File: src/rw_gen_pkg.sv
/*
  Shared widths and types of the read/write request generator.
  Address and data are 32 bits. Item counts and the outstanding
  counter are 16 bits, so a job holds at most 65535 items.
*/
`default_nettype none

package rw_gen_pkg;

    // ------------------------------------------------------------------------
    // Widths
    // ------------------------------------------------------------------------
    localparam int ADDR_W  = 32;
    localparam int DATA_W  = 32;
    localparam int COUNT_W = 16;

    typedef logic [ADDR_W-1:0]  addr_t;
    typedef logic [DATA_W-1:0]  data_t;
    typedef logic [COUNT_W-1:0] count_t;

    // ------------------------------------------------------------------------
    // Job configuration
    // ------------------------------------------------------------------------
    typedef struct packed {
        addr_t  base;
        addr_t  stride;
        count_t item_count;
        logic   mode_add;
        data_t  addend;
        // Hold done until every request is acknowledged
        logic   wait_ack;
    } rw_config_t;

    typedef struct packed {
        logic       valid;
        rw_config_t cfg;
    } config_packet_t;

    // ------------------------------------------------------------------------
    // Memory requests
    // ------------------------------------------------------------------------
    typedef struct packed {
        addr_t addr;
        data_t data;
    } mem_item_t;

    typedef struct packed {
        logic      valid;
        mem_item_t item;
    } mem_packet_t;

    typedef struct packed {
        logic empty;
        logic full;
        logic prog_full;
    } fifo_status_t;

    // Job FSM states
    typedef enum logic [3:0] {
        GEN_RESET,
        GEN_IDLE,
        GEN_SETUP_WAIT,
        GEN_SETUP_REQ,
        GEN_SETUP,
        GEN_START,
        GEN_BUSY,
        GEN_PAUSE,
        GEN_DRAIN,
        GEN_DONE
    } gen_state_e;

endpackage

`default_nettype wire

File: src/rw_gen_sync_fifo.sv
/*
  Synchronous FIFO with registered read data. valid follows a read by
  one cycle. Writes into a full FIFO are dropped, reads of an empty one
  are ignored. prog_full is set at PROG_THRESH or more stored words.
*/
`timescale 1ns/100ps
`default_nettype none

module rw_gen_sync_fifo #(
    parameter int WIDTH       = 32,
    parameter int DEPTH       = 16,
    parameter int PROG_THRESH = 8
) (
    input  logic                     ap_clk,
    input  logic                     areset_generator,
    input  logic [WIDTH-1:0]         din,
    input  logic                     wr_en,
    input  logic                     rd_en,
    output logic [WIDTH-1:0]         dout,
    output logic                     valid,
    output rw_gen_pkg::fifo_status_t status
);

    localparam int PTR_W = (DEPTH > 1) ? $clog2(DEPTH) : 1;
    localparam int CNT_W = $clog2(DEPTH + 1);

    typedef logic [PTR_W-1:0] ptr_t;
    typedef logic [CNT_W-1:0] fill_t;

    logic [WIDTH-1:0] mem [DEPTH];
    ptr_t             wr_ptr;
    ptr_t             rd_ptr;
    fill_t            fill;
    logic             do_wr;
    logic             do_rd;

    // Wrap explicitly so any depth works
    function automatic ptr_t next_ptr(input ptr_t p);
        if (p == ptr_t'(DEPTH - 1)) begin
            return '0;
        end else begin
            return p + 1'b1;
        end
    endfunction

    assign do_wr = wr_en & ~status.full;
    assign do_rd = rd_en & ~status.empty;

    assign status.empty     = (fill == '0);
    assign status.full      = (fill == fill_t'(DEPTH));
    assign status.prog_full = (fill >= fill_t'(PROG_THRESH));

    always_ff @(posedge ap_clk) begin
        if (areset_generator) begin
            wr_ptr <= '0;
            rd_ptr <= '0;
            fill   <= '0;
            valid  <= 1'b0;
        end else begin
            valid <= do_rd;
            if (do_wr) begin
                wr_ptr <= next_ptr(wr_ptr);
            end
            if (do_rd) begin
                rd_ptr <= next_ptr(rd_ptr);
            end
            if (do_wr & ~do_rd) begin
                fill <= fill + 1'b1;
            end else if (do_rd & ~do_wr) begin
                fill <= fill - 1'b1;
            end
        end
    end

    // Storage and read register
    always_ff @(posedge ap_clk) begin
        if (do_wr) begin
            mem[wr_ptr] <= din;
        end
        if (do_rd) begin
            dout <= mem[rd_ptr];
        end
    end

endmodule

`default_nettype wire

File: src/rw_gen_setup_ctrl.sv
/*
  Job FSM. A start seen outside idle or done is ignored.
  done stays high from the end of a job until the next start.
*/
`timescale 1ns/100ps
`default_nettype none

module rw_gen_setup_ctrl (
    input  logic                       ap_clk,
    input  logic                       areset_generator,
    input  logic                       start,
    input  logic                       config_ready,
    input  rw_gen_pkg::config_packet_t config_in,
    input  logic                       items_done,
    input  logic                       fifos_empty,
    input  logic                       idle_zero,
    input  logic                       req_prog_full,
    output logic                       configure_setup,
    output logic                       param_valid,
    output rw_gen_pkg::rw_config_t     job_config,
    output logic                       done
);

    rw_gen_pkg::gen_state_e state;
    rw_gen_pkg::gen_state_e next_state;
    logic                   drain_clear;
    logic                   start_ok;

    // Job is drained once queues are empty and acks are in (if required)
    assign drain_clear = fifos_empty & (idle_zero | ~job_config.wait_ack);
    assign start_ok    = start & ((state == rw_gen_pkg::GEN_IDLE) |
                                  (state == rw_gen_pkg::GEN_DONE));

    // ------------------------------------------------------------------------
    // State register and next state
    // ------------------------------------------------------------------------
    always_ff @(posedge ap_clk) begin
        if (areset_generator) begin
            state <= rw_gen_pkg::GEN_RESET;
        end else begin
            state <= next_state;
        end
    end

    always_comb begin
        next_state = state;
        case (state)
            rw_gen_pkg::GEN_RESET: next_state = rw_gen_pkg::GEN_IDLE;
            rw_gen_pkg::GEN_IDLE: begin
                if (start_ok) next_state = rw_gen_pkg::GEN_SETUP_WAIT;
            end
            rw_gen_pkg::GEN_SETUP_WAIT: begin
                if (config_ready) next_state = rw_gen_pkg::GEN_SETUP_REQ;
            end
            rw_gen_pkg::GEN_SETUP_REQ: next_state = rw_gen_pkg::GEN_SETUP;
            rw_gen_pkg::GEN_SETUP: begin
                if (config_in.valid) next_state = rw_gen_pkg::GEN_START;
            end
            rw_gen_pkg::GEN_START: next_state = rw_gen_pkg::GEN_BUSY;
            rw_gen_pkg::GEN_BUSY: begin
                if (items_done) next_state = rw_gen_pkg::GEN_DRAIN;
                else if (req_prog_full) next_state = rw_gen_pkg::GEN_PAUSE;
            end
            rw_gen_pkg::GEN_PAUSE: begin
                if (items_done) next_state = rw_gen_pkg::GEN_DRAIN;
                else if (!req_prog_full) next_state = rw_gen_pkg::GEN_BUSY;
            end
            rw_gen_pkg::GEN_DRAIN: begin
                if (drain_clear) next_state = rw_gen_pkg::GEN_DONE;
            end
            rw_gen_pkg::GEN_DONE: begin
                // A start right at the end of a job is still taken
                if (start_ok) next_state = rw_gen_pkg::GEN_SETUP_WAIT;
                else next_state = rw_gen_pkg::GEN_IDLE;
            end
            default: next_state = rw_gen_pkg::GEN_IDLE;
        endcase
    end

    // ------------------------------------------------------------------------
    // Registered outputs
    // ------------------------------------------------------------------------
    always_ff @(posedge ap_clk) begin
        if (areset_generator) begin
            configure_setup <= 1'b0;
            param_valid     <= 1'b0;
            done            <= 1'b0;
        end else begin
            configure_setup <= (state == rw_gen_pkg::GEN_SETUP_REQ);
            param_valid     <= (state == rw_gen_pkg::GEN_START) |
                               (state == rw_gen_pkg::GEN_BUSY)  |
                               (state == rw_gen_pkg::GEN_PAUSE) |
                               (state == rw_gen_pkg::GEN_DRAIN);
            if (start_ok) begin
                done <= 1'b0;
            end else if ((state == rw_gen_pkg::GEN_DRAIN) && drain_clear) begin
                done <= 1'b1;
            end
        end
    end

    // Config held for the whole job
    always_ff @(posedge ap_clk) begin
        if ((state == rw_gen_pkg::GEN_SETUP) && config_in.valid) begin
            job_config <= config_in.cfg;
        end
    end

endmodule

`default_nettype wire

File: src/rw_gen_kernel.sv
/*
  Request producer. Pops one input word per cycle while the job is
  active and the request FIFO has room. Three cycles from pop to write.
  Addresses wrap at 32 bits.
*/
`timescale 1ns/100ps
`default_nettype none

module rw_gen_kernel (
    input  logic                     ap_clk,
    input  logic                     areset_generator,
    input  logic                     param_valid,
    input  rw_gen_pkg::rw_config_t   job_config,
    input  rw_gen_pkg::data_t        resp_dout,
    input  logic                     resp_valid,
    input  rw_gen_pkg::fifo_status_t resp_status,
    input  logic                     req_prog_full,
    output logic                     resp_rd_en,
    output logic                     req_wr_en,
    output rw_gen_pkg::mem_item_t    req_din,
    output logic                     items_done
);

    rw_gen_pkg::count_t    pop_cnt;
    rw_gen_pkg::count_t    wr_cnt;
    logic                  s1_valid;
    rw_gen_pkg::data_t     s1_data;
    rw_gen_pkg::count_t    s1_idx;
    logic                  s2_valid;
    rw_gen_pkg::mem_item_t s2_item;

    assign resp_rd_en = ~resp_status.empty & param_valid & ~req_prog_full &
                        (pop_cnt < job_config.item_count);

    assign req_wr_en  = s2_valid;
    assign req_din    = s2_item;
    assign items_done = param_valid & (wr_cnt == job_config.item_count);

    // ------------------------------------------------------------------------
    // Pop and write counters, cleared between jobs
    // ------------------------------------------------------------------------
    always_ff @(posedge ap_clk) begin
        if (areset_generator || !param_valid) begin
            pop_cnt <= '0;
            wr_cnt  <= '0;
        end else begin
            if (resp_rd_en) begin
                pop_cnt <= pop_cnt + 1'b1;
            end
            if (s2_valid) begin
                wr_cnt <= wr_cnt + 1'b1;
            end
        end
    end

    // ------------------------------------------------------------------------
    // Two-stage pipeline
    // ------------------------------------------------------------------------
    always_ff @(posedge ap_clk) begin
        if (areset_generator) begin
            s1_valid <= 1'b0;
            s2_valid <= 1'b0;
        end else begin
            s1_valid <= resp_valid;
            s2_valid <= s1_valid;
        end
    end

    always_ff @(posedge ap_clk) begin
        // Stage 1
        if (resp_valid) begin
            s1_data <= resp_dout;
            // pop_cnt already counts the word now on resp_dout
            s1_idx  <= pop_cnt - 1'b1;
        end
        // Stage 2 address is base + index * stride
        if (s1_valid) begin
            s2_item.addr <= job_config.base +
                            rw_gen_pkg::addr_t'(s1_idx) * job_config.stride;
            if (job_config.mode_add) begin
                s2_item.data <= s1_data + job_config.addend;
            end else begin
                s2_item.data <= s1_data;
            end
        end
    end

endmodule

`default_nettype wire

File: src/rw_gen_issue.sv
/*
  Request consumer. Pops the request FIFO while request_ready is high
  and registers each item out. Acks beyond the outstanding count are
  ignored.
*/
`timescale 1ns/100ps
`default_nettype none

module rw_gen_issue (
    input  logic                     ap_clk,
    input  logic                     areset_generator,
    input  rw_gen_pkg::mem_item_t    req_dout,
    input  logic                     req_valid,
    input  rw_gen_pkg::fifo_status_t req_status,
    input  logic                     request_ready,
    input  logic                     response_memory_in,
    output logic                     req_rd_en,
    output rw_gen_pkg::mem_packet_t  request_memory_out,
    output logic                     idle_zero
);

    rw_gen_pkg::count_t outstanding;
    logic               issue;
    logic               ack;

    assign req_rd_en = ~req_status.empty & request_ready;

    // Count at the pop so the counter never trails the FIFO status
    assign issue     = req_rd_en;
    assign ack       = response_memory_in & (outstanding != '0);
    assign idle_zero = (outstanding == '0);

    // ------------------------------------------------------------------------
    // Output register
    // ------------------------------------------------------------------------
    always_ff @(posedge ap_clk) begin
        if (areset_generator) begin
            request_memory_out.valid <= 1'b0;
        end else begin
            request_memory_out.valid <= req_valid;
        end
    end

    always_ff @(posedge ap_clk) begin
        if (req_valid) begin
            request_memory_out.item <= req_dout;
        end
    end

    // ------------------------------------------------------------------------
    // Outstanding request counter
    // ------------------------------------------------------------------------
    always_ff @(posedge ap_clk) begin
        if (areset_generator) begin
            outstanding <= '0;
        end else begin
            // Issue and ack together leave the count unchanged
            if (issue && !ack) begin
                outstanding <= outstanding + 1'b1;
            end else if (ack && !issue) begin
                outstanding <= outstanding - 1'b1;
            end
        end
    end

endmodule

`default_nettype wire

File: src/rw_gen_top.sv
/*
  Read/write request generator top. The environment must keep at most
  FIFO_DEPTH input words ahead of consumption; further words are lost.
*/
`timescale 1ns/100ps
`default_nettype none

module rw_gen_top #(
    parameter int FIFO_DEPTH  = 16,
    parameter int PROG_THRESH = 8
) (
    input  logic                       ap_clk,
    input  logic                       areset,
    input  logic                       start,
    input  logic                       config_ready,
    input  rw_gen_pkg::config_packet_t config_in,
    input  rw_gen_pkg::mem_packet_t    response_engine_in,
    input  logic                       request_ready,
    input  logic                       response_memory_in,
    output logic                       configure_setup,
    output rw_gen_pkg::mem_packet_t    request_memory_out,
    output logic                       done
);

    logic                     areset_generator;
    rw_gen_pkg::data_t        resp_dout;
    logic                     resp_valid;
    logic                     resp_rd_en;
    rw_gen_pkg::fifo_status_t resp_status;
    rw_gen_pkg::mem_item_t    req_din;
    rw_gen_pkg::mem_item_t    req_dout;
    logic                     req_valid;
    logic                     req_wr_en;
    logic                     req_rd_en;
    rw_gen_pkg::fifo_status_t req_status;
    rw_gen_pkg::rw_config_t   job_config;
    logic                     param_valid;
    logic                     items_done;
    logic                     idle_zero;
    logic                     fifos_empty;

    always_ff @(posedge ap_clk) begin
        areset_generator <= areset;
    end

    assign fifos_empty = resp_status.empty & req_status.empty;

    // ------------------------------------------------------------------------
    // Input word queue and request queue
    // ------------------------------------------------------------------------
    rw_gen_sync_fifo #(
        .WIDTH($bits(rw_gen_pkg::data_t)), .DEPTH(FIFO_DEPTH), .PROG_THRESH(PROG_THRESH)
    ) resp_fifo (
        .ap_clk(ap_clk), .areset_generator(areset_generator),
        .din(response_engine_in.item.data), .wr_en(response_engine_in.valid),
        .rd_en(resp_rd_en), .dout(resp_dout), .valid(resp_valid), .status(resp_status)
    );

    rw_gen_sync_fifo #(
        .WIDTH($bits(rw_gen_pkg::mem_item_t)), .DEPTH(FIFO_DEPTH), .PROG_THRESH(PROG_THRESH)
    ) req_fifo (
        .ap_clk(ap_clk), .areset_generator(areset_generator),
        .din(req_din), .wr_en(req_wr_en),
        .rd_en(req_rd_en), .dout(req_dout), .valid(req_valid), .status(req_status)
    );

    // ------------------------------------------------------------------------
    // Controller, producer and consumer
    // ------------------------------------------------------------------------
    rw_gen_setup_ctrl u_setup_ctrl (
        .ap_clk(ap_clk), .areset_generator(areset_generator), .start(start),
        .config_ready(config_ready), .config_in(config_in), .items_done(items_done),
        .fifos_empty(fifos_empty), .idle_zero(idle_zero),
        .req_prog_full(req_status.prog_full), .configure_setup(configure_setup),
        .param_valid(param_valid), .job_config(job_config), .done(done)
    );

    rw_gen_kernel u_kernel (
        .ap_clk(ap_clk), .areset_generator(areset_generator), .param_valid(param_valid),
        .job_config(job_config), .resp_dout(resp_dout), .resp_valid(resp_valid),
        .resp_status(resp_status), .req_prog_full(req_status.prog_full),
        .resp_rd_en(resp_rd_en), .req_wr_en(req_wr_en), .req_din(req_din),
        .items_done(items_done)
    );

    rw_gen_issue u_issue (
        .ap_clk(ap_clk), .areset_generator(areset_generator), .req_dout(req_dout),
        .req_valid(req_valid), .req_status(req_status), .request_ready(request_ready),
        .response_memory_in(response_memory_in), .req_rd_en(req_rd_en),
        .request_memory_out(request_memory_out), .idle_zero(idle_zero)
    );

endmodule

`default_nettype wire

File: config.mk
export PLATFORM = sky130hd
export DESIGN_NAME = rw_gen_top
export DESIGN_NICKNAME = d
export VERILOG_FILES = /design/src/rw_gen_pkg.sv /design/src/rw_gen_sync_fifo.sv /design/src/rw_gen_setup_ctrl.sv /design/src/rw_gen_kernel.sv /design/src/rw_gen_issue.sv /design/src/rw_gen_top.sv
export SDC_FILE = /design/constraint.sdc
export NUM_CORES = 2
export LEC_CHECK = 0
export ABC_AREA = 1
export BUFFER_PORTS_ARGS = -buffer_cell sky130_fd_sc_hd__clkbuf_2
export CAP_MARGIN = 15
export CORE_AREA = 4 4 520 522
export CTS_BUF_LIST = sky130_fd_sc_hd__clkbuf_8 sky130_fd_sc_hd__clkbuf_16
export DETAILED_ROUTE_END_ITERATION = 8
export DIE_AREA = 0 0 524 526
export HOLD_SLACK_MARGIN = 0.1
export MAX_ROUTING_LAYER = met4
export SYNTH_ARGS = -nofsm -noshare
export SYNTH_HDL_FRONTEND = slang
export SYNTH_SLANG_ARGS = --single-unit
File: constraint.sdc
create_clock -name ap_clk -period 16.58 [get_ports ap_clk]
set_input_delay 2.487 -clock ap_clk [delete_from_list [all_inputs] [get_ports ap_clk]]
set_output_delay 2.487 -clock ap_clk [all_outputs]
set_load 0.05 [all_outputs]
==> metrics.md <==
| Metric | Value |
|---|---|
| Status | `finished, final reports clean` |
| Post-DP Area | `97300 sq um` |
| Max incr delay on CP | `about 1.1 ns` |
| Root Buffer | `clkbuf_16` |
| Worst Hold Class | `register to register` |
| Worst Path Arrival | `7.28 ns` |
| Initial DRC Count | `approximately 5.6k` |
| CTS tree | `built` |
| Worst-Skew Late Latency | `about 0.85 ns` |
| Mapped cell area | `~93000 sq um` |
| Cell area after layout | `roughly 100000 sq um` |
| Cell variety after synth | `57` |
| Vias | `59.1k` |
| WL final | `244 mm` |
| CP cell instances | `nand2_1 -> fa_1 -> inv_1 -> fa_1 -> fa_1 -> fa_1 -> fa_1 -> inv_1 -> fa_1 -> inv_1 -> ha_1 -> nand2_1 -> nor2_1 -> inv_1 -> nor3_2 -> nand4_1 -> nand3_1 -> xor2_1` |
| Antenna violations before repair | `33` |
| Max-cap violations | `0` |
| Final worst slack | `9.90 ns` |
| Share of layout cells above drive strength 1 | `0.0849` |
| Largest net degree at the start of global routing | `about 270` |
| Yosys warns | `0` |
| Critical path class | `register to register` |
| Row count | `189` |
| Post-synth EDFFs | `~1.9k` |
| RSZ-0062 raised after global routing | `no` |
| Max Buffers Root-to-Sink | `3` |
| DRC | `0` |
| Worst r2r dst | `u_kernel.req_din[53]` |
| Avg Cell Area, Syn | `~12 sq um` |
| First-pass iteration count of the detailed router | `6` |
| Mapped Cells | `around 7.7k` |
| H-tree Lvls | `4` |
| Total negative slack | `0 ns` |
| Boundary pin count | `253` |
| GRT Residual Overflow | `0` |
| All-Layer GR Usage | `0.178` |
| Setup violators final | `0` |
| Worst Tran Pin Value | `1.31 ns` |
| Final hold violations | `0` |
| Register-to-register setup slack | `slightly below 10 ns` |
| CTS resizes | `0` |
| Clk slew on worst S/H paths | `0.06 ns` |
| CP endpoint kind | `register` |
| Max Slew Vio Count | `0` |
| Die area | `approximately 280000 sq um` |
| Crit-path slowest cell | `edfxtp_1` |
| CP Launch Type | `register` |
| Register-to-Register Path Depth | `18` |
| Core footprint | `between 200000 and 300000 sq um` |
| Port buffer count | `220` |
| LEAKAGE | `around 38 nW` |
| Maximum vdd drop | `about 0.00027 V` |
| R2r startpoint | `u_kernel.s1_idx[8]` |
| DR vias/cell | `5.14` |
| CP Max Fanout | `24` |
| Gpl congestion | `around 0.85` |
| Post-route insts no fill | `roughly 11k` |
| Critical Path Sink | `u_kernel.req_din[53]` |
| Vias in the first global route | `57.7k` |
| Worst slew margin | `0.126` |
| Critical Path Most Common Cell | `fa_1` |
| Seq cells post-synth | `2009` |
| Number of routed nets with antenna violations | `0` |
| First-pass GRT wire length | `approximately 360 mm` |
| Cts bufs inserted | `200` |
| Clock sinks | `2009` |
| Die X | `524 microns` |
| Dpl hpwl | `approximately 140 mm` |
| Mapped Nets | `between 8k and 9k` |
| Final Critical Period | `between 6 and 7 ns` |
| Critical path startpoint | `u_kernel.s1_idx[8]` |
| Power per cell area | `about 160 nW/um^2` |
| DR WL/cell | `21.2 microns` |
| Post CTS Setup Buffer Count | `0` |
| Placed Instances | `around 11k` |
| Critical Path RT | `about 17 ns` |
| Layout overhead on the synthesized area | `12.2%` |
| Hold-fix buffers, CTS | `0` |
| Nets@finish | `about 8.5k` |
| Share of synthesized flip-flops with an asynchronous set or reset | `0` |
| Die height | `approximately 530 microns` |
| Setup WS pre-CTS | `approximately 10 ns` |
| Sequential-to-total area share from yosys stat | `0.642` |
| Main synth FF type | `edfxtp_1` |
| Layout Utilization | `0.392` |
| Period utilisation layout | `0.403` |
| Initial Util | `0.349` |
| Peak Freq | `0.150 GHz` |
| Clock Skew | `between 0.06 and 0.07 ns` |
-- power by group --
group          leakage (nW)  switching (mW)  total, mW  internal [mW]
combinational          16.9            4.32       6.32           2.00
clock                  3.32            1.94       4.44           2.50
sequential             18.0           0.162       6.15           5.99
-- metal layers --
metal / GRT usage / share of wire / vias up
met2: 0.271 / 0.46 / 2088
met5: - / 0 / -
li1: - / - / 26938
met3: 0.0302 / 0.075 / 390
met4: 0.0557 / 0.031 / 0
met1: 0.242 / 0.43 / 29665
-- cell families (layout without fill, tap and decap cells) --
group | after synthesis | after routing | synth area share
AOI/OAI and AO/OA | 1247 | 1247 | 0.0839
xor gates and xnor gates | 78 | 78 | 0.00738
adders and majority gates | 488 | 488 | 0.0934
buffers and inverters | 1262 | 1533 | 0.0536
DFF | 2009 | 2009 | 0.642
muxes | 100 | 100 | 0.0108
other | 0 | 18 | 0
and+or+nand+nor | 2493 | 2493 | 0.108
-- layout by cell type (no fill, tap or decap), types with 9 or more instances in the layout --
cell type and n:
edfxtp_1 1922, nand2_1 1051, nor2_1 1015, inv_1 884
o21ai_0 597, fa_1 338, nand3_1 276, clkbuf_2 220
clkbuf_16 203, o32ai_1 156, ha_1 150, o221ai_1 149
a21oi_1 142, mux2i_1 100, buf_4 82, o22ai_1 79
dfxtp_1 77, xor2_1 57, o211ai_1 48, clkinv_1 48
nand4_1 44, nor2_4 35, nor3_1 30, clkinv_2 29
xnor2_1 21, diode_2 18, bufinv_16 17, a31oi_1 16
a21o_1 15, inv_2 14, o21bai_1 11, clkinvlp_4 11
o21ai_1 10, nor2_2 9
-- flip-flops by register name, summed over array words and instances, names as in the netlist, 4 cells and up --
signal                      flops
req_fifo.mem                 1024
resp_fifo.mem                 512
u_setup_ctrl.job_config       114
u_issue.request_memory_out     65
req_fifo.dout                  64
u_kernel.req_din               64
resp_fifo.dout                 32
u_kernel.s1_data               32
u_issue.outstanding            16
u_kernel.pop_cnt               16
u_kernel.s1_idx                16
u_kernel.wr_cnt                16
req_fifo.fill                   5
resp_fifo.fill                  5
req_fifo.rd_ptr                 4
req_fifo.wr_ptr                 4
resp_fifo.rd_ptr                4
resp_fifo.wr_ptr                4
u_setup_ctrl.state              4
-- Yosys cell counts, types with 3 or more instances --
library cell / count / area share
edfxtp_1: 1922 / 0.62
nand2_1: 1051 / 0.043
nor2_1: 1050 / 0.043
inv_1: 842 / 0.034
o21ai_0: 597 / 0.032
fa_1: 338 / 0.073
nand3_1: 276 / 0.015
clkbuf_1: 266 / 0.011
o32ai_1: 156 / 0.015
ha_1: 150 / 0.020
o221ai_1: 149 / 0.014
a21oi_1: 142 / 0.0077
mux2i_1: 100 / 0.011
buf_2: 91 / 0.0049
dfxtp_1: 87 / 0.019
o22ai_1: 79 / 0.0053
xor2_1: 57 / 0.0054
o211ai_1: 48 / 0.0039
nand4_1: 44 / 0.0030
nor3_1: 30 / 0.0016
buf_1: 25 / 0.0010
xnor2_1: 21 / 0.0020
buf_4: 18 / 0.0015
a31oi_1: 16 / 0.0011
a21o_1: 15 / 0.0012
inv_2: 13 / 0.00053
o21bai_1: 11 / 0.00089
o21ai_1: 10 / 0.00054
nand3b_1: 8 / 0.00065
nor2_2: 8 / 0.00054
nor3_2: 7 / 0.00076
buf_6: 5 / 0.00061
a21boi_0: 4 / 0.00032
o31ai_1: 4 / 0.00032
a211oi_1: 3 / 0.00024
nor4_1: 3 / 0.00020
o21a_1: 3 / 0.00024
or2_1: 3 / 0.00020
or2_2: 3 / 0.00020
-- layout make-up --
class	count	area (sq um)
diodes	18	45.0
clock buffers	204	5090
clock inverters	168	1400
fillers	24856	161000
inverters	857	3240
multi-input cells	4406	28400
flip-flops and latches	2009	59500
well taps	3533	4420
repair buffers	304	1760
-- worst min path at each step --
stage | endpoint | start | depth (start not counted) | slack [ns]
after CTS | u_kernel.s1_data[3] | resp_fifo.dout[3] | 0 | 0.41
after detailed placement | u_issue.request_memory_out[26] | req_fifo.dout[26] | 0 | 0.40
after global routing | u_issue.request_memory_out[7] | req_fifo.dout[7] | 0 | 0.42
final | u_issue.request_memory_out[26] | req_fifo.dout[26] | 0 | 0.42
after global placement | u_kernel.s1_data[0] | resp_fifo.dout[0] | 0 | 0.40
after floorplan | u_issue.request_memory_out[0] | req_fifo.dout[0] | 0 | 0.40
-- worst max-delay path, delay by kind of cell (launching register included) --
family | cells | cell delay, ns
xor gates and xnor gates | 1 | 0.43
adders and majority gates | 7 | 3.47
buffers and inverters | 4 | 0.22
DFF | 1 | 1.12
and+or+nand+nor | 6 | 1.22
-- per-stage QoR --
step | hold WS, ns | total power, mW
finish | 0.415 | 16.9
detailed placement | 0.405 | 12.6
floorplan | 0.400 | 10.4
global placement | 0.403 | 12.5
CTS | 0.413 | 17.0
global route | 0.421 | 17.9
Power figures use the tool's default switching activity.
